<file path="config.mk">
export PLATFORM = sky130hd
export DESIGN_NAME = rv_regfile
export DESIGN_NICKNAME = d
export VERILOG_FILES = /design/src/rv_core_pkg.sv /design/src/rv_regfile.sv
export SDC_FILE = /design/constraint.sdc
export NUM_CORES = 2
export LEC_CHECK = 0
export BUFFER_PORTS_ARGS = -buffer_cell sky130_fd_sc_hd__buf_4
export CAP_MARGIN = 0
export CORE_MARGIN = 10
export CORE_UTILIZATION = 52
export DETAILED_ROUTE_END_ITERATION = 12
export PLACE_DENSITY = 0.67
export SETUP_SLACK_MARGIN = 0.05
export SKIP_LAST_GASP = 1
export SYNTH_ARGS = -nofsm -noshare
export SYNTH_HDL_FRONTEND = slang
export SYNTH_SLANG_ARGS = --single-unit
export TNS_END_PERCENT = 20
</file>
<file path="constraint.sdc">
create_clock -name clk_i -period 8.3 [get_ports clk_i]
set_input_delay 0.415 -clock clk_i [delete_from_list [all_inputs] [get_ports clk_i]]
set_output_delay 0.415 -clock clk_i [all_outputs]
set_load 0.005 [all_outputs]
</file>
<file path="src/rv_core_pkg.sv">
`default_nettype none

package rv_core_pkg;

    localparam int XLEN   = 32;
    localparam int REG_AW = 5;

    typedef logic [XLEN-1:0]   word_t;
    typedef logic [REG_AW-1:0] reg_addr_t;
    typedef logic [6:0]        opcode_t;

    typedef enum logic [3:0] {
        ALU_ADD,
        ALU_SUB,
        ALU_SLL,
        ALU_SLT,
        ALU_SLTU,
        ALU_XOR,
        ALU_SRL,
        ALU_SRA,
        ALU_OR,
        ALU_AND,
        ALU_PASS_B,
        ALU_JAL,
        ALU_JALR
    } alu_op_e;

    typedef enum logic [1:0] {SRC_A_REG, SRC_A_PC, SRC_A_ZERO} alu_src_a_e;

    typedef enum logic {SRC_B_REG, SRC_B_IMM} alu_src_b_e;

    typedef enum logic [2:0] {IMM_I, IMM_S, IMM_B, IMM_U, IMM_J} imm_sel_e;

    typedef enum logic [2:0] {
        BR_NONE,
        BR_EQ,
        BR_NE,
        BR_LT,
        BR_GE,
        BR_LTU,
        BR_GEU
    } br_cond_e;

    // Major opcodes handled by the decoder
    localparam opcode_t OPC_LUI    = 7'b0110111;
    localparam opcode_t OPC_AUIPC  = 7'b0010111;
    localparam opcode_t OPC_JAL    = 7'b1101111;
    localparam opcode_t OPC_JALR   = 7'b1100111;
    localparam opcode_t OPC_BRANCH = 7'b1100011;
    localparam opcode_t OPC_OP_IMM = 7'b0010011;
    localparam opcode_t OPC_OP     = 7'b0110011;

    // addi x0, x0, 0
    localparam word_t NOP_INSTR  = 32'h00000013;
    // csrw 0xfff, x0 ends the run
    localparam word_t HALT_INSTR = 32'hfff01073;

endpackage

`default_nettype wire

</file>
<file path="src/rv_regfile.sv">
`default_nettype none

module rv_regfile
    import rv_core_pkg::*;
(
    input  logic      clk_i,
    input  logic      rst_n_i,
    input  reg_addr_t raddr_a_i,
    input  reg_addr_t raddr_b_i,
    output word_t     rdata_a_o,
    output word_t     rdata_b_o,
    input  logic      we_i,
    input  reg_addr_t waddr_i,
    input  word_t     wdata_i
);

    // x0 has no storage
    word_t regs [1:31];

    always_ff @(posedge clk_i) begin
        if (!rst_n_i) begin
            for (int i = 1; i < 32; i++) begin
                regs[i] <= '0;
            end
        end else if (we_i && waddr_i != '0) begin
            regs[waddr_i] <= wdata_i;
        end
    end

    // Same-cycle write is bypassed to the readers
    assign rdata_a_o = (raddr_a_i == '0) ? '0 :
                       (we_i && waddr_i == raddr_a_i) ? wdata_i : regs[raddr_a_i];
    assign rdata_b_o = (raddr_b_i == '0) ? '0 :
                       (we_i && waddr_i == raddr_b_i) ? wdata_i : regs[raddr_b_i];

endmodule

`default_nettype wire

</file>
Word-level counts from Yosys, hierarchy flattened
Memories as Yosys holds them, arrays and structs flattened.
Cells that the tools add are included.
{"block": "totals", "reg_bits": 0, "mem_bits_rw": 992, "in_bits": 50, "out_inout_bits": 64, "elab_cells": 21, "n_memories": 1}
{"memory": "regs", "words": 31, "word_bits": 32, "read_ports": 2, "rd_ports_with_merged_regs": 0, "wr": 31, "line_no": "rv_regfile.sv:18", "rtl": "word_t regs [1:31];"}
{"block": "op_classes", "n_eq_ne": 2, "n_mux": 11, "n_reduce_logical": 7}
{"cell": "$mux W32", "n": 5}
{"cell": "$reduce_or A32 Y1", "n": 1}
{"cell": "$eq A5 B5 Y1", "n": 2}
{"cell": "$logic_not A5 Y1", "n": 2}
{"cell": "$mux W1", "n": 5}
{"cell": "$mux W5", "n": 1}
{"cell": "$reduce_bool A5 Y1", "n": 1}
{"cell": "$logic_and A1 B1 Y1", "n": 3}

Logic depth before layout (Yosys ltp)
{"block": "logic_depth", "ltp_word": 7, "ltp_mapped": 10, "mapped_depth_nobuf": 5}

Worst setup path after synthesis
No wires, ideal clock.
{"block": "synth_path", "path_kind": "in2reg", "startpoint": "input waddr_i[3]", "endpoint": "memory regs[7][0] (netlist bit), enable pin", "setup_ns": 0.466, "arrival_ns": 3.507, "required_time_ns": 7.834, "path_slack_ns": 4.327, "cell_stages": 4, "n_path_buf": 2, "path_cell_list": "buf_2 or3b_2 clkbuf_1 o21ai_0"}
{"element": "start, declared", "line_no": "rv_regfile.sv:13", "rtl": "input reg_addr_t waddr_i,"}
{"element": "end, declared", "line_no": "rv_regfile.sv:18"}

Worst setup path in the final report
{"block": "layout_path", "startpoint": "input raddr_b_i[0]", "endpoint": "output rdata_b_o[20]"}
{"block": "layout_between", "elab_chain_cells": 4, "word_cells_on_any_way": 6, "classes_between": "eq/ne: 1; mux: 2; reduce/logical: 2; memory: 1"}
{"element": "start, declared", "line_no": "rv_regfile.sv:9", "rtl": "input reg_addr_t raddr_b_i,"}
{"element": "parallel branches: the longest is 3 deep, another holds $mem_v2 Z31 W32"}
{"element": "$mux W32 (*)", "line_no": "rv_regfile.sv:33", "rtl": "assign rdata_b_o = (raddr_b_i == '0) ? '0 :"}
{"element": "end, declared", "line_no": "rv_regfile.sv:11", "rtl": "output word_t rdata_b_o,"}
Mark *: on every way between the ends.

==> qor.yml <==
fill_cells: 8092
combPwrFrac: 0.129
post-route-min-period_ns: 4.639
path_cells: "buf_8 > buf_4 > mux4_2 > a22o_1 > a2111oi_1 > a21oi_1 > a22o_1 > buf_4"
cts_buffers: 108
dp_hpwl_mm: 113.1
final_cell_mix: "edfxtp_1, and2_1, mux4_2"
switching_share: 0.2574
drcViolationCount: 0
drt-pass1-iter-count: 10
worstMarginPinSlew_ns: 1.532
required_ns: 7.89
overflow: 0
avgSynthCellArea_sq_um: 14.61
powerDensity_nw_per_um2: 206.9
hold_path_class: "in2reg"
via_count: 36180
hp-start: "wdata_i[25]"
routed_wl_mm: 189.2
p_int_w: 0.009301
cts_setup_buffers: 0
die_h_um: 344.3
mostFrequentLayoutCell: "edfxtp_1"
fin_tns_setup_ns: 0
ir_drop_uv: 175.7
area_delta_synth_final_pct: 10.74
fin_util: 0.5826
dieArea_sq_um: 118500
power_frac_seq: 0.489
clock.fmax_ghz: 0.2156
p_clk_frac: 0.382
yosysUniqueCellTypes: 52
cts_tree: "yes"
htree_num_levels: 3
grt_pass1_vias: 35540
cts_resized: 0
synth-warning-count: 0
root_buffer: "clkbuf_16"
cts.sink_count: 1024
max_flop_register: "regs"
synth-edff-count: 1024
slowest_delay_ns: 1.05
critPathArrivalTime_ns: 4.22
drt_iter0_drc: 5200
design.core.area_sq_um: 103900
vias_per_cell: 7.000
initial_utilization: 0.5261
cts_hold_buf: 0
synth-seq-cells: 1024
status: "finished, violations left"
synth_area_sq_um: 54680
hold_viol: 0
slew_headroom: -0.02350
crit_fanout: 71
synthArstFlopShare: 0
worst-setup-path-type: "in2out"
p_leak_nw: 21.18
grt_max_degree: 108
syn-instance-count: 3742
die_w_um: 344.3
finalCritPeriodShare: 0.5589
min_path_cells: 1
io_pins: 114
port_buffers: 113
track_usage: 0.3152
place.gp.congestion: 0.9423
violations: "capacitance limit, slew limit"
ys.flop_type: "edfxtp_1"
start_kind: "primary input"
largest_reg_flops: 1024
drv_slew: 9
yosysSeqAreaShare: 0.5623
rows: 118
critPathCaptureType: "output pin"
clk_pin_slew_ns: 0.06
setup_viol: 0
maxCapViolCount: 2
clk_path_buf_depth: 3
drive_gt1_frac: 0.2314
antenna_found_initial: 13
drtAntennaViolNets: 0
top_regs: "regs x1024"
grt_pass1_wl_mm: 265.8
crit_slowest_cell: "a2111oi_1"
holdPathEnd: "regs[0][25]"
rsz0062_at_grt: "false"
nets: 3743
avgRoutedWirePerCell_um: 36.62
switchingPower_w: 0.003225
-- kinds of logic (layout without fill, tap and decap cells) --
group	Yosys count	count (layout)	synth area share
compound gates	500	500	0.06741
xor+xnor	10	10	0.001602
buf+inv	418	430	0.03242
flops	1024	1024	0.5623
mux	674	674	0.2123
other cells	1	35	0.00006858
simple gates	1115	1115	0.1239
-- worst max path at each step --
stage	cells after the start	slack (ns)	to	start
final	8	3.66	rdata_b_o[20]	raddr_b_i[0]
after global routing	7	3.48	rdata_b_o[16]	raddr_b_i[0]
after CTS	8	3.71	rdata_b_o[20]	raddr_b_i[0]
after detailed placement	8	3.71	rdata_b_o[20]	raddr_b_i[0]
after global placement	8	3.71	rdata_b_o[20]	raddr_b_i[0]
after floorplan	4	4.33	regs[7][0]	waddr_i[3]
-- layout make-up --
cell class	count	area (sq um)	share of cell area
flip-flops and latches	1024	30750	0.5078
multi-input cells	2331	22840	0.3772
diodes	3	7.507	0.0001240
inverters	2	7.507	0.0001240
repair buffers	226	1785	0.02949
well taps	1380	1727	0.02851
clock buffers	132	2856	0.04717
clock inverters	70	580.6	0.009587
-- critical path, delay by kind of cell --
family	cells	cell delay, ns
AO/OA/AOI/OAI	4	1.71
buffers and inverters	3	1.42
multiplexers	1	0.59
-- synthesized netlist by cell type, types with 37 or more instances --
cell type     n  area, sq um
o22ai_1      41        256.5
buf_2        69        345.3
edfxtp_1   1024        30750
a21oi_1      78        390.4
nor2_1       44        165.2
and2_1      994         6218
nand2_1      37        138.9
mux2i_1     281         2813
a22oi_1     133        998.5
a22o_1       55        481.7
o221ai_1     42        367.9
clkbuf_1    302         1134
mux4_2      388         8738
o21ai_0      40        200.2
-- metal layers --
layer  part of all wire  vias to the layer above  wire [um]  GRT usage
li1                   -                    14400          -          -
met1               0.36                    18560      67430     0.4132
met2               0.45                     2707      86040     0.4823
met3               0.12                      507      23450    0.07481
met4              0.065                        8      12260     0.1771
met5            0.00027                        -         51          0
-- through the flow --
step | total power, W | worst slack [ns] | hold slack, ns | instance area [sq um] | cells
floorplan | 0.007107 | 4.327 | 0.5139 | 54800 | 3773
global placement | 0.007769 | 3.709 | 0.8591 | 57110 | 4963
detailed placement | 0.007794 | 3.708 | 0.8602 | 57110 | 4963
CTS | 0.01250 | 3.707 | 0.1166 | 60550 | 5165
global route | 0.01279 | 3.478 | 0.1403 | 60550 | 5165
finish | 0.01253 | 3.661 | 0.1542 | 60550 | 5168
-- power by group through the flow --
| stage | registers, W | logic, W | clock network, W |
|---|---|---|---|
| after floorplan | 0.00618 | 0.000925 | 0 |
| after global placement | 0.00620 | 0.00156 | 0 |
| after detailed placement | 0.00622 | 0.00157 | 0 |
| after CTS | 0.00611 | 0.00158 | 0.00481 |
| after global routing | 0.00615 | 0.00165 | 0.00499 |
| final | 0.00612 | 0.00161 | 0.00479 |
(Power assumes the default switching activity.)
