File: src/rv_core_pkg.sv
`default_nettype none

package rv_core_pkg;

    localparam int XLEN   = 32;
    localparam int REG_AW = 5;

    typedef logic [XLEN-1:0]   word_t;
    typedef logic [REG_AW-1:0] reg_addr_t;
    typedef logic [6:0]        opcode_t;

    typedef enum logic [3:0] {
        ALU_ADD,
        ALU_SUB,
        ALU_SLL,
        ALU_SLT,
        ALU_SLTU,
        ALU_XOR,
        ALU_SRL,
        ALU_SRA,
        ALU_OR,
        ALU_AND,
        ALU_PASS_B,
        ALU_JAL,
        ALU_JALR
    } alu_op_e;

    typedef enum logic [1:0] {SRC_A_REG, SRC_A_PC, SRC_A_ZERO} alu_src_a_e;

    typedef enum logic {SRC_B_REG, SRC_B_IMM} alu_src_b_e;

    typedef enum logic [2:0] {IMM_I, IMM_S, IMM_B, IMM_U, IMM_J} imm_sel_e;

    typedef enum logic [2:0] {
        BR_NONE,
        BR_EQ,
        BR_NE,
        BR_LT,
        BR_GE,
        BR_LTU,
        BR_GEU
    } br_cond_e;

    // Major opcodes handled by the decoder
    localparam opcode_t OPC_LUI    = 7'b0110111;
    localparam opcode_t OPC_AUIPC  = 7'b0010111;
    localparam opcode_t OPC_JAL    = 7'b1101111;
    localparam opcode_t OPC_JALR   = 7'b1100111;
    localparam opcode_t OPC_BRANCH = 7'b1100011;
    localparam opcode_t OPC_OP_IMM = 7'b0010011;
    localparam opcode_t OPC_OP     = 7'b0110011;

    // addi x0, x0, 0
    localparam word_t NOP_INSTR  = 32'h00000013;
    // csrw 0xfff, x0 ends the run
    localparam word_t HALT_INSTR = 32'hfff01073;

endpackage

`default_nettype wire

File: src/rv_decoder.sv
`default_nettype none

module rv_decoder
    import rv_core_pkg::*;
(
    input  word_t      instr_i,
    output alu_op_e    alu_op_o,
    output alu_src_a_e src_a_sel_o,
    output alu_src_b_e src_b_sel_o,
    output imm_sel_e   imm_sel_o,
    output word_t      imm_o,
    output br_cond_e   br_cond_o,
    output reg_addr_t  raddr_a_o,
    output reg_addr_t  raddr_b_o,
    output reg_addr_t  waddr_o,
    output logic       rf_we_o,
    output logic       is_jump_o
);

    opcode_t    opcode;
    logic [2:0] funct3;
    logic       funct7_b5;
    word_t      imm_i;
    word_t      imm_s;
    word_t      imm_b;
    word_t      imm_u;
    word_t      imm_j;
    alu_op_e    arith_op;

    assign opcode    = instr_i[6:0];
    assign funct3    = instr_i[14:12];
    assign funct7_b5 = instr_i[30];

    assign raddr_a_o = instr_i[19:15];
    assign raddr_b_o = instr_i[24:20];
    assign waddr_o   = instr_i[11:7];

    assign imm_i = {{20{instr_i[31]}}, instr_i[31:20]};
    assign imm_s = {{20{instr_i[31]}}, instr_i[31:25], instr_i[11:7]};
    assign imm_b = {{19{instr_i[31]}}, instr_i[31], instr_i[7], instr_i[30:25],
                    instr_i[11:8], 1'b0};
    assign imm_u = {instr_i[31:12], 12'b0};
    assign imm_j = {{11{instr_i[31]}}, instr_i[31], instr_i[19:12], instr_i[20],
                    instr_i[30:21], 1'b0};

    // Shared funct3 map of OP and OP-IMM
    always_comb begin
        unique case (funct3)
            3'b000: arith_op = (opcode == OPC_OP && funct7_b5) ? ALU_SUB : ALU_ADD;
            3'b001: arith_op = ALU_SLL;
            3'b010: arith_op = ALU_SLT;
            3'b011: arith_op = ALU_SLTU;
            3'b100: arith_op = ALU_XOR;
            3'b101: arith_op = funct7_b5 ? ALU_SRA : ALU_SRL;
            3'b110: arith_op = ALU_OR;
            default: arith_op = ALU_AND;
        endcase
    end

    always_comb begin
        // Anything not listed behaves as a NOP
        alu_op_o    = ALU_ADD;
        src_a_sel_o = SRC_A_REG;
        src_b_sel_o = SRC_B_IMM;
        imm_sel_o   = IMM_I;
        br_cond_o   = BR_NONE;
        rf_we_o     = 1'b0;
        is_jump_o   = 1'b0;

        unique case (opcode)
            OPC_LUI: begin
                alu_op_o    = ALU_PASS_B;
                src_a_sel_o = SRC_A_ZERO;
                imm_sel_o   = IMM_U;
                rf_we_o     = 1'b1;
            end
            OPC_AUIPC: begin
                src_a_sel_o = SRC_A_PC;
                imm_sel_o   = IMM_U;
                rf_we_o     = 1'b1;
            end
            OPC_OP_IMM: begin
                alu_op_o = arith_op;
                rf_we_o  = 1'b1;
            end
            OPC_OP: begin
                alu_op_o    = arith_op;
                src_b_sel_o = SRC_B_REG;
                rf_we_o     = 1'b1;
            end
            OPC_JAL: begin
                // ALU forms the target, link value comes from execute
                alu_op_o    = ALU_JAL;
                src_a_sel_o = SRC_A_PC;
                imm_sel_o   = IMM_J;
                rf_we_o     = 1'b1;
                is_jump_o   = 1'b1;
            end
            OPC_JALR: begin
                alu_op_o  = ALU_JALR;
                rf_we_o   = 1'b1;
                is_jump_o = 1'b1;
            end
            OPC_BRANCH: begin
                src_a_sel_o = SRC_A_PC;
                imm_sel_o   = IMM_B;
                unique case (funct3)
                    3'b000:  br_cond_o = BR_EQ;
                    3'b001:  br_cond_o = BR_NE;
                    3'b100:  br_cond_o = BR_LT;
                    3'b101:  br_cond_o = BR_GE;
                    3'b110:  br_cond_o = BR_LTU;
                    3'b111:  br_cond_o = BR_GEU;
                    default: br_cond_o = BR_NONE;
                endcase
            end
            default: ;
        endcase
    end

    always_comb begin
        unique case (imm_sel_o)
            IMM_S:   imm_o = imm_s;
            IMM_B:   imm_o = imm_b;
            IMM_U:   imm_o = imm_u;
            IMM_J:   imm_o = imm_j;
            default: imm_o = imm_i;
        endcase
    end

endmodule

`default_nettype wire

File: src/rv_id_stage.sv
`default_nettype none

module rv_id_stage
    import rv_core_pkg::*;
(
    input  logic      clk_i,
    input  logic      rst_n_i,
    input  word_t     instr_i,
    input  word_t     pc_i,
    input  logic      valid_i,
    input  logic      block_i,
    input  logic      squash_i,
    output reg_addr_t rf_raddr_a_o,
    output reg_addr_t rf_raddr_b_o,
    input  word_t     rf_rdata_a_i,
    input  word_t     rf_rdata_b_i,
    output logic      valid_o,
    output word_t     pc_o,
    output alu_op_e   alu_op_o,
    output word_t     alu_a_o,
    output word_t     alu_b_o,
    output br_cond_e  br_cond_o,
    output word_t     br_a_o,
    output word_t     br_b_o,
    output logic      rf_we_o,
    output reg_addr_t rf_waddr_o,
    output logic      is_jump_o,
    output logic      halt_o
);

    word_t      instr_q;
    word_t      pc_q;
    logic       valid_q;
    alu_src_a_e src_a_sel;
    alu_src_b_e src_b_sel;
    word_t      imm;

    // Fetch/decode decoupling register
    always_ff @(posedge clk_i) begin
        if (!rst_n_i) begin
            instr_q <= NOP_INSTR;
            pc_q    <= '0;
            valid_q <= 1'b0;
        end else if (squash_i) begin
            // Wrong-path word becomes a bubble
            instr_q <= NOP_INSTR;
            valid_q <= 1'b0;
        end else if (!block_i) begin
            instr_q <= instr_i;
            pc_q    <= pc_i;
            valid_q <= valid_i;
        end
    end

    rv_decoder decoder_i (
        .instr_i     (instr_q),
        .alu_op_o    (alu_op_o),
        .src_a_sel_o (src_a_sel),
        .src_b_sel_o (src_b_sel),
        .imm_sel_o   (),
        .imm_o       (imm),
        .br_cond_o   (br_cond_o),
        .raddr_a_o   (rf_raddr_a_o),
        .raddr_b_o   (rf_raddr_b_o),
        .waddr_o     (rf_waddr_o),
        .rf_we_o     (rf_we_o),
        .is_jump_o   (is_jump_o)
    );

    always_comb begin
        unique case (src_a_sel)
            SRC_A_PC:   alu_a_o = pc_q;
            SRC_A_ZERO: alu_a_o = '0;
            default:    alu_a_o = rf_rdata_a_i;
        endcase
    end

    // Immediate or second register operand
    assign alu_b_o = (src_b_sel == SRC_B_IMM) ? imm : rf_rdata_b_i;

    // Branch comparison always works on the two source registers
    assign br_a_o = rf_rdata_a_i;
    assign br_b_o = rf_rdata_b_i;

    assign valid_o = valid_q;
    assign pc_o    = pc_q;
    assign halt_o  = valid_q && (instr_q == HALT_INSTR);

endmodule

`default_nettype wire

File: config.mk
export PLATFORM = sky130hd
export DESIGN_NAME = rv_id_stage
export DESIGN_NICKNAME = d
export VERILOG_FILES = /design/src/rv_core_pkg.sv /design/src/rv_decoder.sv /design/src/rv_id_stage.sv
export SDC_FILE = /design/constraint.sdc
export NUM_CORES = 1
export LEC_CHECK = 0
export BUFFER_PORTS_ARGS = -buffer_cell sky130_fd_sc_hd__buf_2
export CAP_MARGIN = 20
export CELL_PAD_IN_SITES_DETAIL_PLACEMENT = 1
export CELL_PAD_IN_SITES_GLOBAL_PLACEMENT = 2
export CORE_ASPECT_RATIO = 0.8
export CORE_UTILIZATION = 20
export DETAILED_ROUTE_END_ITERATION = 6
export PLACE_DENSITY_LB_ADDON = 0.1
export SKIP_CTS_REPAIR_TIMING = 1
export SYNTH_ARGS = -nofsm -noshare
export SYNTH_HDL_FRONTEND = slang
export SYNTH_SLANG_ARGS = --single-unit
File: constraint.sdc
create_clock -name clk_i -period 3 [get_ports clk_i]
set_input_delay 0.15 -clock clk_i [delete_from_list [all_inputs] [get_ports clk_i]]
set_output_delay 0.15 -clock clk_i [all_outputs]
set_load 0.02 [all_outputs]
Yosys cells after proc, flatten, opt, wreduce, memory -nomap -nowiden

Index checks and enable logic that the tools add are counted.

Register bits after elaboration: 65
Output and inout port bits: 186
Word-level logic and storage cells: 50
Bits of input ports: 133

Bitwise logic cells: 3
Reductions and logical operators: 10
Multiplexer cells: 13
Equality and inequality tests: 21

Operators by type and width:

| cell                                                                   | count |
|---|---|
| 31-bit one-hot mux with 4 select lines                                 | 1 |
| 32-bit one-hot mux with 2 select lines                                 | 1 |
| 32-bit equality test (second input constant)                           | 1 |
| 32-bit two-way mux                                                     | 1 |
| 4-bit one-hot mux with 7 select lines                                  | 1 |
| 7-bit equality test (second input constant)                            | 3 |
| 3-bit one-hot mux with 6 select lines                                  | 1 |
| 4-bit one-hot mux with 4 select lines                                  | 1 |
| 3-bit equality test (second input constant)                            | 5 |
| 7-bit by 5-bit equality test with 1-bit output (second input constant) | 2 |
| 7-bit by 6-bit equality test with 1-bit output (second input constant) | 2 |
| 3-bit by 2-bit equality test with 1-bit output (second input constant) | 4 |
| 3-bit one-hot mux with 3 select lines                                  | 1 |
| 2-bit OR reduction                                                     | 4 |
| 3-bit by 1-bit equality test with 1-bit output (second input constant) | 2 |
| 6-bit OR reduction                                                     | 1 |
| 1-bit two-way mux                                                      | 4 |
| 2-bit one-hot mux with 2 select lines                                  | 1 |
| 3-bit logical NOT                                                      | 1 |
| 3-bit two-way mux                                                      | 1 |
| 1-bit inverter                                                         | 3 |
| 3-bit OR reduction                                                     | 1 |
| 2-bit by 1-bit equality test with 1-bit output (second input constant) | 1 |
| 2-bit equality test (second input constant)                            | 1 |
| 2 further kinds                                                        | 3 |

Longest topological paths before layout

Depth after elaboration: 6
Gate-level depth with buffers: 10
Mapped depth without buffers: 6

By module

From an unflattened synthesis, not the netlist that was laid out.

Cell total of the unflattened synthesis: 578
Area, all modules: 4430.5 µm²

Modules (own cells, without submodules):

| module      | sequential area each (µm²) | area an instance (µm²) | times used | cells an instance |
|---|---|---|---|---|
| rv_id_stage | 1301.2                     | 3726.1                 | 1          | 469 |
| rv_decoder  | 0.0                        | 704.4                  | 1          | 109 |

Worst setup path after synthesis

No wires, ideal clock.

Path kind: register to output
From: reg instr_q[4]
To: out alu_a_o[10]
Stages on the path, launching flop included: 9
Path buffers: 3
Required time: 2850 ps
Arrival time: 2493 ps
Path slack: 357 ps
Cell sequence: dfxtp_1 -> nand4b_4 -> or3b_2 -> buf_2 -> o211ai_1 -> ha_1 -> clkbuf_1 -> clkbuf_1 -> o21ai_0

Word-level cells in the longest chain between the ends: 5
Elaborated cells on any way between the ends: 9
Those cells by class: eq/ne (6); mux (2); reduce/logical (1)

RTL lines:

| element                                                                               | RTL line          | text |
|---|---|---|
| start: declaration                                                                    | rv_id_stage.sv:31 | `word_t instr_q;` |
| start signal: assignment                                                              | rv_id_stage.sv:49 | `instr_q <= instr_i;` |
| 7-bit by 5-bit equality test with 1-bit output or 7-bit equality test (tied branches) | rv_decoder.sv:70  | `unique case (opcode)` |
| 3-bit OR reduction (no line)                                                          | --                |  |
| 2-bit one-hot mux with 2 select lines *                                               | rv_decoder.sv:70  |  |
| 2-bit equality test or 2-bit by 1-bit equality test with 1-bit output (tied branches) | rv_id_stage.sv:71 | `unique case (src_a_sel)` |
| 32-bit one-hot mux with 2 select lines *                                              | rv_id_stage.sv:71 |  |
| end: declaration                                                                      | rv_id_stage.sv:20 | `output word_t alu_a_o,` |

Every way passes the cells marked *; elsewhere a longest branch is shown, timed or not.

Final worst setup path

From: reg instr_q[3]
To: out alu_a_o[12]

Same word-level chain as after synthesis.

==> impl_metrics.py <==
metrics = {
    "drt": {
        "finalWirelength_um": 17590,
        "drt_first_iter_violations": 141,
        "drc": 0,
        "postRouteAntennaNets": 0,
        "vias": 4678,
        "firstDrtPassIters": 4,
        "wl_per_cell_um": 16.28,
        "viasPerCell": 4.331,
    },
    "finish": {
        "layout_common_cells": "318 x buf_2, 149 x nand2_1, 64 x dfxtp_1",
        "drive_gt1_share_pct": 44.87,
        "area_growth_pct": 39.46,
        "mostFrequentLayoutCell": "buf_2",
        "final_cells": 1080,
        "nets": 938,
    },
    "clock_tree": {
        "clk_path_buf_depth": 2,
        "clkTransAtPathRegs_ns": 0.06,
        "cts_tree": "done",
        "htreeDepth": 3,
        "cts_buffers": 9,
        "clk_latency_ns": 0.33,
        "root_buffer": "clkbuf_16",
        "clock-sinks": 65,
    },
    "timing": {
        "max_clock_freq_mhz": 359.3,
        "setup_tns_ns": 0,
        "final.setup_skew_ns": 0,
        "finalSetupViolCount": 0,
        "hold_viol": 0,
        "slew_headroom_pct": 56.63,
        "grt_setup_unrepaired": "false",
        "period_needed_ns": 2.784,
        "tightest_slew_ns": 0.6505,
        "timing.final.crit_share_pct": 92.78,
        "slew_violations": 0,
    },
    "floorplan": {
        "die_area_um2": 21790,
        "num_rows": 47,
        "die_h_um": 132.2,
        "io_pins": 319,
        "core_area_um2": 20760,
        "fp.dieW_um": 164.8,
        "start_util_pct": 20.42,
    },
    "place": {
        "dp_cells": 1058,
        "io_buffers": 318,
        "hpwlAfterDp_um": 13420,
        "place.gp.congestion": 0.7413,
    },
    "worst_setup_path": {
        "critPathKind": "reg -> out",
        "crit_path_start_kind": "flop",
        "endpoint_kind": "output port",
        "reg2reg_slack_ns": 2.06,
        "rr_worst_depth": 2,
        "cp.arrival_ns": 2.63,
        "worstPathMaxFanout": 32,
        "crit_required_ns": 2.85,
    },
    "grt": {
        "antenna_found_initial": 2,
        "grt.overflow.total": 0,
        "grt_pass1_vias": 4608,
        "track_usage_pct": 15.24,
        "grt_max_degree": 65,
        "grt_pass1_wl_um": 25700,
    },
    "worst_hold_path": {
        "hold_path.class": "in -> reg",
        "min_path_cells": 3,
    },
    "pwr": {
        "power.leakage_nw": 2.999,
        "ir_drop_mv": 0.2448,
        "finalPower_mw": 2.623,
        "powerDensity_nw_per_um2": 443.8,
    },
    "synth": {
        "synth_seq_cells": 65,
        "ys_async_sr_fraction_pct": 0,
        "synth_area_per_cell_um2": 7.321,
        "synth_cells": 579,
        "synth_nets": 713,
        "synth-edff-count": 0,
        "yosys.cell_types.count": 42,
        "ys_seq_area_share_pct": 30.70,
        "yosys_warnings": 0,
        "synthFlopType": "dfxtp_1",
        "netlist_area_um2": 4239,
    },
    "flow_run": {
        "cap_viol_max_count": 0,
    },
    "run_status": {
        "outcome": "complete, no violations",
    },
}
## worst paths after layout
check	startpoint	to
worst max-delay path	instr_q[3]$_SDFFE_PP0N_	alu_a_o[12]
worst min-delay path	instr_i[17]	instr_q[17]$_SDFFE_PP0N_
worst max register to register	instr_q[2]$_SDFFE_PP0N_	instr_q[2]$_SDFFE_PP0N_
worst min register to register	pc_o[31]$_SDFFE_PN0P_	pc_o[31]$_SDFFE_PN0P_
## per-stage QoR
| stage | hold WS, ns | setup slack [ns] | util [%] | cell area (um^2) |
|---|---|---|---|---|
| after CTS | 0.03052 | -0.2273 | 28.03 | 5819 |
| after global placement | 0.3781 | 0.2979 | 26.56 | 5514 |
| final | 0.04528 | 0.2165 | 28.48 | 5912 |
| after detailed placement | 0.3922 | 0.1436 | 26.56 | 5514 |
| after floorplan | 0.2939 | 0.3568 | - | 4239 |
| after global routing | 0.05000 | 0.0002485 | 28.47 | 5909 |
## logic make-up (layout without fill, tap and decap cells)
| family | count (synthesis) | after routing | synth area share, % |
|---|---|---|---|
| AO/OA/AOI/OAI | 115 | 115 | 17.56 |
| XOR/XNOR | 1 | 1 | 0.2066 |
| adder cells (fa/ha/maj) | 1 | 1 | 0.2951 |
| buffers and inverters | 124 | 354 | 18.51 |
| flip-flops | 65 | 65 | 30.70 |
| multiplexers | 31 | 31 | 7.320 |
| other | 0 | 2 | 0 |
| AND/OR/NAND/NOR | 242 | 242 | 25.41 |
## synthesized netlist by cell type (all sizes together), types with 3 or more instances
cell type    n  area share [%]
nand2      149              13
buf         84              15
dfxtp       65              31
nor2        52             4.6
o21ai       39             4.6
clkbuf      38             3.4
a21boi      32             5.7
mux2i       31             7.3
a21oi       21             2.5
nand3        8            0.94
a221o        7             1.7
a22o         6             1.2
a211o        5             1.0
nand4        5            0.89
nor2b        4            0.59
nor4b        4             1.1
nand4b       3            0.97
nor3         3            0.35
## power by group
group	switching, mW	internal, mW
combinational	0.370	0.233
clock	0.409	0.672
sequential	0.0411	0.899
## worst max-delay path: stages, from the launching register on
cell and delay, ns:
dfxtp_1 0.37, nand4b_4 0.27, or3b_2 0.50, o211ai_1 0.27, ha_4 0.17, buf_6 0.26, nand2_1 0.12, o21ai_0 0.15
buf_2 0.19
## state kept, by name, summed over array words and instances, names as in the netlist
signal and count:
instr_q 32, pc_o 32, valid_o 1
## routing by layer
layer / wire length (um) / track usage, % / part of all wire, %
met5: 0 / 0 / 0
met4: 176 / 3.925 / 1.0
met3: 1254 / 4.372 / 7.1
met2: 8308 / 25.89 / 47
met1: 7845 / 18.67 / 45
## area by class of cell
cell class	instances	area, um^2
tap	269	336.6
fill	2631	14850
inverter	2	7.507
timing repair buffer	336	1773
clock inverter	5	62.56
antenna	2	5.005
multi-input combinational	390	2182
sequential	65	1303
clock buffer	11	242.7
Power figures use the tool's default switching activity.
