<file path="config.mk">
export PLATFORM = sky130hd
export DESIGN_NAME = rv_ex_stage
export DESIGN_NICKNAME = d
export VERILOG_FILES = /design/src/rv_core_pkg.sv /design/src/rv_ex_stage.sv
export SDC_FILE = /design/constraint.sdc
export NUM_CORES = 1
export LEC_CHECK = 0
export ABC_AREA = 1
export ABC_CLOCK_PERIOD_IN_PS = 11000
export BUFFER_PORTS_ARGS = -buffer_cell sky130_fd_sc_hd__buf_4
export CORE_ASPECT_RATIO = 1.25
export CORE_MARGIN = 4
export CORE_UTILIZATION = 40
export CTS_CLUSTER_DIAMETER = 40
export DETAILED_ROUTE_END_ITERATION = 8
export PLACE_DENSITY_LB_ADDON = 0.08
export SKIP_LAST_GASP = 1
export SLEW_MARGIN = 20
export SYNTH_ARGS = -nofsm -noshare
export SYNTH_HDL_FRONTEND = slang
export SYNTH_SLANG_ARGS = --single-unit
</file>
<file path="constraint.sdc">
create_clock -name clk_i -period 11 [get_ports clk_i]
set_clock_uncertainty 0.15 [all_clocks]
set_input_delay 1.65 -clock clk_i [delete_from_list [all_inputs] [get_ports clk_i]]
set_output_delay 1.65 -clock clk_i [all_outputs]
set_load 0.005 [all_outputs]
</file>
<file path="src/rv_core_pkg.sv">
`default_nettype none

package rv_core_pkg;

    localparam int XLEN   = 32;
    localparam int REG_AW = 5;

    typedef logic [XLEN-1:0]   word_t;
    typedef logic [REG_AW-1:0] reg_addr_t;
    typedef logic [6:0]        opcode_t;

    typedef enum logic [3:0] {
        ALU_ADD,
        ALU_SUB,
        ALU_SLL,
        ALU_SLT,
        ALU_SLTU,
        ALU_XOR,
        ALU_SRL,
        ALU_SRA,
        ALU_OR,
        ALU_AND,
        ALU_PASS_B,
        ALU_JAL,
        ALU_JALR
    } alu_op_e;

    typedef enum logic [1:0] {SRC_A_REG, SRC_A_PC, SRC_A_ZERO} alu_src_a_e;

    typedef enum logic {SRC_B_REG, SRC_B_IMM} alu_src_b_e;

    typedef enum logic [2:0] {IMM_I, IMM_S, IMM_B, IMM_U, IMM_J} imm_sel_e;

    typedef enum logic [2:0] {
        BR_NONE,
        BR_EQ,
        BR_NE,
        BR_LT,
        BR_GE,
        BR_LTU,
        BR_GEU
    } br_cond_e;

    // Major opcodes handled by the decoder
    localparam opcode_t OPC_LUI    = 7'b0110111;
    localparam opcode_t OPC_AUIPC  = 7'b0010111;
    localparam opcode_t OPC_JAL    = 7'b1101111;
    localparam opcode_t OPC_JALR   = 7'b1100111;
    localparam opcode_t OPC_BRANCH = 7'b1100011;
    localparam opcode_t OPC_OP_IMM = 7'b0010011;
    localparam opcode_t OPC_OP     = 7'b0110011;

    // addi x0, x0, 0
    localparam word_t NOP_INSTR  = 32'h00000013;
    // csrw 0xfff, x0 ends the run
    localparam word_t HALT_INSTR = 32'hfff01073;

endpackage

`default_nettype wire

</file>
<file path="src/rv_ex_stage.sv">
`default_nettype none

module rv_ex_stage
    import rv_core_pkg::*;
(
    input  logic      clk_i,
    input  logic      rst_n_i,
    input  logic      stall_i,
    input  logic      valid_i,
    input  word_t     pc_i,
    input  alu_op_e   alu_op_i,
    input  word_t     alu_a_i,
    input  word_t     alu_b_i,
    input  br_cond_e  br_cond_i,
    input  word_t     br_a_i,
    input  word_t     br_b_i,
    input  logic      rf_we_i,
    input  reg_addr_t rf_waddr_i,
    input  logic      is_jump_i,
    input  logic      halt_i,
    output logic      redirect_o,
    output word_t     redirect_pc_o,
    output logic      wb_we_o,
    output reg_addr_t wb_addr_o,
    output word_t     wb_data_o,
    output logic      halted_o
);

    logic      valid_q;
    logic      halted_q;
    word_t     pc_q;
    alu_op_e   alu_op_q;
    word_t     a_q;
    word_t     b_q;
    br_cond_e  br_cond_q;
    word_t     br_a_q;
    word_t     br_b_q;
    logic      rf_we_q;
    reg_addr_t waddr_q;
    logic      is_jump_q;
    logic      halt_q;
    logic      halt_ex;
    logic      flush;
    logic      taken;
    word_t     alu_res;

    assign halt_ex = valid_q && halt_q;
    // Decode holds a wrong-path or post-halt instruction
    assign flush   = redirect_o || halt_ex || halted_q;

    always_ff @(posedge clk_i) begin
        if (!rst_n_i) begin
            valid_q  <= 1'b0;
            halted_q <= 1'b0;
        end else if (!stall_i) begin
            valid_q <= valid_i && !flush;
            if (halt_ex) begin
                halted_q <= 1'b1;
            end
        end
    end

    always_ff @(posedge clk_i) begin
        if (!stall_i) begin
            pc_q      <= pc_i;
            alu_op_q  <= alu_op_i;
            a_q       <= alu_a_i;
            b_q       <= alu_b_i;
            br_cond_q <= br_cond_i;
            br_a_q    <= br_a_i;
            br_b_q    <= br_b_i;
            rf_we_q   <= rf_we_i;
            waddr_q   <= rf_waddr_i;
            is_jump_q <= is_jump_i;
            halt_q    <= halt_i;
        end
    end

    always_comb begin
        unique case (alu_op_q)
            ALU_SUB:    alu_res = a_q - b_q;
            ALU_SLL:    alu_res = a_q << b_q[4:0];
            ALU_SLT:    alu_res = {31'b0, $signed(a_q) < $signed(b_q)};
            ALU_SLTU:   alu_res = {31'b0, a_q < b_q};
            ALU_XOR:    alu_res = a_q ^ b_q;
            ALU_SRL:    alu_res = a_q >> b_q[4:0];
            ALU_SRA:    alu_res = $signed(a_q) >>> b_q[4:0];
            ALU_OR:     alu_res = a_q | b_q;
            ALU_AND:    alu_res = a_q & b_q;
            ALU_PASS_B: alu_res = b_q;
            // JALR target has bit 0 cleared
            ALU_JALR:   alu_res = (a_q + b_q) & ~32'd1;
            default:    alu_res = a_q + b_q;
        endcase
    end

    always_comb begin
        unique case (br_cond_q)
            BR_EQ:   taken = (br_a_q == br_b_q);
            BR_NE:   taken = (br_a_q != br_b_q);
            BR_LT:   taken = ($signed(br_a_q) < $signed(br_b_q));
            BR_GE:   taken = ($signed(br_a_q) >= $signed(br_b_q));
            BR_LTU:  taken = (br_a_q < br_b_q);
            BR_GEU:  taken = (br_a_q >= br_b_q);
            default: taken = 1'b0;
        endcase
    end

    // Held back during a stall so the pulse lasts one active cycle
    assign redirect_o    = valid_q && !stall_i && (taken || is_jump_q);
    assign redirect_pc_o = alu_res;

    assign wb_we_o   = valid_q && rf_we_q && !stall_i;
    assign wb_addr_o = waddr_q;
    assign wb_data_o = is_jump_q ? pc_q + 32'd4 : alu_res;
    assign halted_o  = halted_q;

endmodule

`default_nettype wire

</file>
Yosys cells after proc, flatten, opt, wreduce, memory -nomap -nowiden
Index checks and enable logic that the tools add are counted.

storage, ports and cells
  register bits after elaboration = 177
  bits of input ports = 179
  output and inout bits = 72
  word-level logic and storage cells = 63

operators by class
  add/subtract/negate cells = 3
  order comparisons = 6
  equal/unequal tests = 19
  shift operators = 3
  muxes and demuxes = 3
  bitwise gates (word level) = 4
  reductions and logical operators = 12

operators by type and width
  operator                 number
  $pmux W32 S11            1
  $lt A32 B32 Y1           4
  $ge A32 B32 Y1           2
  $add A32 B3 Y32 const B  1
  $add A32 B32 Y32         1
  $and A32 B32 Y32         1
  $eq A32 B32 Y1           1
  $mux W32                 1
  $ne A32 B32 Y1           1
  $or A32 B32 Y32          1
  $shl A32 B5 Y32          1
  $shr A32 B5 Y32          1
  $sshr A32 B5 Y32         1
  $sub A32 B32 Y32         1
  $xor A32 B32 Y32         1
  $eq A4 B3 Y1 const B     4
  $eq A4 B4 Y1 const B     4
  $eq A3 B3 Y1 const B     3
  $eq A4 B2 Y1 const B     2
  $eq A3 B2 Y1 const B     2
  $logic_and A1 B1 Y1      6
  $pmux W1 S6              1
  $eq A4 B1 Y1 const B     1
  $eq A3 B1 Y1 const B     1
  other kinds (4)          7

Longest topological paths before layout
Gate-level depths: netlist (run 1).

  depth after elaboration = 8
  depth in mapped cells = 21

Worst setup path before layout (run 1)
No wires, ideal clock.

  path type = input to register
  start point = input port stall_i
  end point = register valid_q
  library setup time = 70 ps
  data arrival time = 5663 ps
  data required time = 10780 ps
  setup slack = 5117 ps
  stages on the path = 5
  path buffers = 0
  cells stage by stage = inv_1 -> nand3_1 -> a21oi_1 -> nand2_1 -> a21oi_1

on the way
  longest elaborated chain between the ends = 7

RTL lines
  what                              line                RTL
  from (decl)                       rv_ex_stage.sv:8    input logic stall_i,
  $logic_not A1 Y1                  rv_ex_stage.sv:110  assign redirect_o = valid_q && !stall_i && (taken || is_jump_q);
  $logic_and A1 B1 Y1 (2 in a row)  rv_ex_stage.sv:110
  $logic_or A1 B1 Y1 (2 in a row)   rv_ex_stage.sv:49   assign flush = redirect_o || halt_ex || halted_q;
  $logic_not A1 Y1                  rv_ex_stage.sv:56   valid_q <= valid_i && !flush;
  $logic_and A1 B1 Y1               rv_ex_stage.sv:56
  to (signal assigned)              rv_ex_stage.sv:56
  to (decl)                         rv_ex_stage.sv:29   logic valid_q;

Parallel ways exist; a longest one is shown, timed or not.
A chain may end at the register's enable or synchronous reset.

Worst setup path in the final report (run 1)
  start point = register b_q[2]
  end point = output port wb_data_o[25]

on the way
  longest elaborated chain between the ends = 3

RTL lines
  what                                            line                                  RTL
  from (decl)                                     rv_ex_stage.sv:34                     word_t b_q;
  from (signal assigned)                          rv_ex_stage.sv:68                     b_q <= alu_b_i;
  $add A32 B32 Y32, or another cell as far along  rv_ex_stage.sv:92, rv_ex_stage.sv:93
  $pmux W32 S11 *                                 rv_ex_stage.sv:80                     unique case (alu_op_q)
  $mux W32 *                                      rv_ex_stage.sv:115                    assign wb_data_o = is_jump_q ? pc_q + 32'd4 : alu_res;
  to (decl)                                       rv_ex_stage.sv:25                     output word_t wb_data_o,

Every way passes the cells marked *; elsewhere a longest branch is shown, timed or not.

==> results.md, run 1 <==
- GRT Overall Usage: 33.8%
- IO Port Bufs: 250
- HPWL Detailed: between 60 and 70 mm
- Setup Viol. Count Final: 0
- Slowest cell on the critical path: buf_4
- Warnings, synthesis: 0
- Max layer used: met4
- Post-Syn Area: between 15000 and 20000 um^2
- Setup TNS: 0 ns
- Number of global-route vias before repair: about 17000
- Sequence of cells on the critical path: buf_4 > inv_2 > buf_4 > ha_1 > o21ai_0 > o21ai_2 > inv_1 > o21ai_0 > nand4_1 > nand3_1 > nand2_1 > nand3_1 > nand3_1 > nand2_1 > nand2_1 > buf_4
- Fin. max-slew vios: 0
- Vias per cell: 5.67
- Die Width: 190 um
- Post-CTS Setup Bufs: 0
- Global-route wire length before repair: approximately 110 mm
- GPL Wtd Cong: between 1 and 1.5
- Effective utilization at floorplan: approximately 41%
- DRC viols: 0
- Netlist cell types: 63
- Wl on met1: 27.4 mm
- Layout cells sized above 1: 13.9%
- CTS clk-pin slew, worst paths: 0.10 ns
- Grt total ovfl: 0
- WP buf/inv: 5
- Main synth FF type: edfxtp_1
- Max clock buf depth: 2
- Fraction of registers with async set/reset: 0%
- Max-cap viol count: 0
- Dpl cells: slightly above 3000
- Post-route ant nets: 0
- Syn_nets: ~2600
- Critical Path Source Type: flop
- Clock latency on the worst-skew pair: around 0.48 ns
- Final net count: approximately 2800
- CTS Sinks: 177
- Hold crit path type: reg -> reg
- Pwr/cell area: around 130 nW/um^2
- Critical Path Sink Type: output port
- Row cnt: about 80
- CTS tree: done
- CTS HTree Levels: 4
- Delay-heaviest family, CP: buffers and inverters
- Hold Buf Count CTS: 0
- Critical path arrival: around 4.8 ns
- Largest stage delay, worst path: about 0.52 ns
- Max VDD drop: ~0.12 mV
- Antenna diode count: 0
- Slew headroom: slightly above 20%
- Tmin final: roughly 6.6 ns
- Crit-path max FO: 64
- LEAKAGE: approximately 9.0 nW
- Largest net degree at the start of global routing: ~110
- Clock root cell: clkbuf_16
- RSZ-0062 raised after global routing: no
- CTS Buf Count: 17
- DR WL/cell: ~25 um
- Non-filler cells in the finished layout: a little over 3000
- Die area: 44600 um^2
- Worst Tran Pin Value: 1.18 ns
- Post-synth EDFFs: roughly 180
- Syn Area/Cell: between 7 and 8 um^2
- Mapped Cells: between 2000 and 2500
- Crit Path Class: reg -> out
- Maximum clock rate: 152 MHz
- Final hold viol count: 0
- Initial antenna violation count: 0
- Routed wire length: between 70 and 80 mm
- DR iter-0 viols: 1677
- Via count: 17500
- Yosys reg bits: 177
- Outcome: finished, final reports clean
- Critical path data required time: approximately 9 ns
- Area Overhead vs Synth: 17.2%
- Die Y: 235 um
- Core area: 40400 um^2
- # resized after CTS: 0
- Final period utilization: approximately three fifths
- WL met2: ~37 mm
- Sequential share of the synthesized area: between 30% and 40%
- # IOs: approximately 250
- Met3 wire len: approximately 4.6 mm
- DR pass1 iterations: 8
-- state kept, by name, indices dropped and copies added (netlist names) --
register and flops:
br_cond_q 3, valid_q 1, br_b_q 32, pc_q 32
a_q 32, alu_op_q 4, is_jump_q 1, rf_we_q 1
wb_addr_o 5, halted_o 1, b_q 32, halt_q 1
br_a_q 32
-- Yosys cell counts (all sizes together), types with 7 or more instances --
cell type	count	area share, %
nand2	624	14
a31oi	9	0.34
buf	65	2.0
clkbuf	36	0.83
a21o	7	0.32
or2	14	0.53
a21oi	155	4.7
o21bai	15	0.68
inv	288	6.5
edfxtp	175	32
o221ai	12	0.64
nand3	152	4.8
ha	130	9.9
mux2i	15	0.91
xor2	26	1.4
a21boi	10	0.45
nor2	188	4.5
o22ai	11	0.42
o211ai	25	1.2
a221oi	13	0.69
nor3	35	1.3
nand4	27	1.0
a211oi	10	0.45
o21ai	238	7.3
o21a	12	0.55
-- path summary, 6_finish.rpt --
path | from | to | slack [ns] | depth (start not counted)
max | b_q[2] | wb_data_o[25] | 4.44 | 16
min | halted_o | halted_o | 0.35 | 2
min reg2reg | halted_o | halted_o | 0.35 | 2
max reg2reg | br_a_q[31] | valid_q | 8.53 | 17
-- cells by family (layout without fill, tap and decap cells) --
family	count (synthesis)	count (layout)	synth area share [%]
AOI/OAI and AO/OA	534	534	18.7
muxes	15	15	0.909
xor gates and xnor gates	32	32	1.70
adders and majority gates	132	132	10.1
DFF	177	177	32.1
and+or+nand+nor	1056	1056	27.2
buffers and inverters	389	586	9.41
-- metrics by stage --
stage | setup WS [ns] | utilization, % | cell area, um^2 | hold WS [ns] | total power [mW]
6_report | 4.44 | 47.8 | 19300 | 0.348 | 2.55
5_1_grt | 4.21 | 47.8 | 19300 | 0.382 | 2.67
4_1_cts | 4.58 | 47.8 | 19300 | 0.348 | 2.54
3_5_place_dp | 5.14 | 46.3 | 18700 | 0.337 | 1.90
3_3_place_gp | 5.13 | 46.3 | 18700 | 0.332 | 1.90
2_1_floorplan | 5.12 | - | 16500 | 0.313 | 1.44
-- power by group --
part	internal (mW)	leakage [nW]	switching, mW
clock network	0.308	0.297	0.326
logic	0.348	6.99	0.711
registers	0.802	1.73	0.0507
total	1.46	9.01	1.09
-- cell type report --
cell class | instances | area, um^2
Timing Repair Buffer | 266 | 2000
Inverter | 288 | 1090
Multi-Input combinational cell | 1769 | 9670
Fill cell | 4170 | 21100
Tap cell | 546 | 683
Clock inverter | 15 | 190
Clock buffer | 17 | 425
Sequential cell | 177 | 5300
-- tightest hold or removal path, stage by stage (launching register included) --
cell	delay [ns]
dfxtp_1	0.32
inv_1	0.07
a21oi_1	0.07
-- cells in the final DEF, fill, tap and decap left out, drive strengths merged, types with 12 or more instances in the layout --
cell,count
nor3,35
o211ai,25
o21bai,15
inv,293
nand3,152
o21ai,238
mux2i,15
nor2,188
o221ai,12
edfxtp,175
a221oi,13
buf,266
nand4,27
xor2,26
nand2,624
ha,130
or2,14
clkbuf,17
o21a,12
a21oi,155
-- metal layers --
metal / track usage (%) / up-vias
li1: - / 8227
met1: 35.7 / 8163
met2: 58.1 / 802
met3: 6.10 / 259
met4: 27.8 / 0
met5: 0 / -
Power figures use the tool's default switching activity.
==> run 2, diff against run 1 <==
Settings changed: ABC_CLOCK_PERIOD_IN_PS 11000 to 6750.
Clock period 11 ns to 6.75 ns, I/O delays scaled along.
==> results.md, run 2 (synthesis gave the netlist of run 1 again) <==
- GR Layer Usage met2: between 50 and 60%
- Grt total ovfl: 0
- CTS tree: done
- Row cnt: 82
- Commonest non-fill, non-tap cell in the layout: nand2_1
- Vias per cell: 5.70
- Antenna diode count: 0
- HPWL Detailed: 61.6 mm
- Die area: roughly 45000 um^2
- LEAKAGE: between 9 and 10 nW
- Clock root cell: clkbuf_16
- DR WL/cell: 24.2 um
- CTS Buf Count: 17
- Layout cells sized above 1: between 10% and 20%
- Routed wire length: roughly 75 mm
- Slew headroom: 36.8%
- Met3 Use GR: around 5%
- Area of the multi-input gates: between 9000 and 10000 um^2
- Critical Path Source: b_q[2]
- Die Y: 235 um
- Most frequent cells in the layout: 619 x nand2_1, 274 x inv_1, 268 x buf_4
- Final hold viol count: 0
- DR pass1 iterations: 6
- Hold Buf Count CTS: 0
- Pwr/cell area: between 200 and 250 nW/um^2
- Post-CTS Setup Bufs: 0
- Final net count: between 2000 and 3000
- Via count: between 15000 and 20000
- CTS Sinks: between 150 and 200
- Fin. max-slew vios: 0
- Number of global-route vias before repair: between 15000 and 20000
- DRC viols: 0
- HP Start: halted_o
- Slowest cell on the critical path: edfxtp_1
- Effective utilization at floorplan: slightly above 40%
- Critical Path Sink Type: output port
- # IOs: 251
- RR Startpoint: br_a_q[27]
- Area Overhead vs Synth: 17.0%
- Tmin final: about 5.4 ns
- Setup Viol. Count Final: 0
- Max VDD drop: approximately 0.2 mV
- Maximum clock rate: around 190 MHz
- Final period utilization: 79.5%
- Fillers: about 4300
- Max-cap viol count: 0
- Largest stage delay, worst path: approximately 0.57 ns
- Total power: about 4.1 mW
- Hold crit path type: reg -> reg
- GR met1 Demand/Resource: 36.9%
- GPL Wtd Cong: about 1.1
- Die Width: 190 um
- Initial antenna violation count: 1
- CTS clk-pin slew, worst paths: approximately 0.080 ns
- Crit Path Class: reg -> out
- Post-route ant nets: 0
- Largest net degree at the start of global routing: 90
- DR iter-0 viols: 1823
- Max clock buf depth: 2
- Most frequent CP cell: nand2_1
- Worst Tran Pin Value: 0.934 ns
- Clock latency on the worst-skew pair: about 0.47 ns
- Global-route wire length before repair: 108 mm
- Crit-path max FO: 29
- Sequential Area: around 5300 um^2
- CTS HTree Levels: 4
- Critical path arrival: 4.20 ns
- Sequence of cells on the critical path: inv_2 > ha_1 > nor2_1 > nand2_1 > nand2_1 > inv_1 > o21ai_1 > inv_1 > o21ai_0 > a21oi_1 > a211oi_1 > nand4_1 > nand2_1 > o21ai_1 > buf_4
- IO Port Bufs: between 200 and 300
- Critical path data required time: about 5.6 ns
- RSZ-0062 raised after global routing: no
- Outcome: finished, final reports clean
- # resized after CTS: 0
- GRT Overall Usage: between 30% and 40%
- Critical Path Source Type: flop
- Non-filler cells in the finished layout: 3080
- Dpl cells: 3048
- Core area: approximately 40000 um^2
- Setup TNS: 0 ns
- GR peak layer: met2
## run 2: cell types whose count changed in the layout (fill, tap and decap cells not counted), sizes merged
cell	delta
clkinv	-5
clkinvlp	+2
clkbuf	+1
buf	+2
inv	+2
## run 2: path summary, 6_finish.rpt
path	to	slack, ns	cells after the start
max reg2reg	valid_q	4.29	17
max	wb_data_o[7]	1.38	15
min	halted_o	0.33	2
min reg2reg	halted_o	0.33	2
## run 2: through the flow
| step | setup WS, ns | hold slack [ns] | utilization [%] | instance area, um^2 |
|---|---|---|---|---|
| 2_1_floorplan | 1.50 | 0.313 | - | 16500 |
| 3_3_place_gp | 2.06 | 0.326 | 46.4 | 18700 |
| 3_5_place_dp | 2.04 | 0.327 | 46.4 | 18700 |
| 4_1_cts | 1.49 | 0.338 | 47.8 | 19300 |
| 5_1_grt | 1.13 | 0.357 | 47.8 | 19300 |
| 6_report | 1.38 | 0.334 | 47.8 | 19300 |
## run 2: layout make-up
type | count | share of cell area [%]
clock inverter | 14 | 0.745
inverter | 288 | 5.62
clock buffer | 18 | 2.22
multi-input combinational | 1769 | 50.0
sequential | 177 | 27.4
timing repair buffer | 268 | 10.4
tap | 546 | 3.54
## run 2: worst max-delay path, delay by kind of cell, from the launching register on
| family | cells | cell delay [ns] |
|---|---|---|
| buf+inv | 4 | 0.82 |
| compound gates | 5 | 0.99 |
| simple gates | 5 | 0.93 |
| flops | 1 | 0.57 |
| fa+ha+maj | 1 | 0.39 |
## run 2: where the power goes
group | internal, mW | switching, mW
logic | 0.569 | 1.14
clock network | 0.492 | 0.510
registers | 1.31 | 0.0851
total | 2.37 | 1.74
## run 2: layer usage
metal	part of all wire, %	up-vias	wire, um
met4	8.7	0	6480
met2	48	894	35800
met5	0	-	0
li1	-	8239	-
met3	6.6	225	4910
met1	37	8184	27300
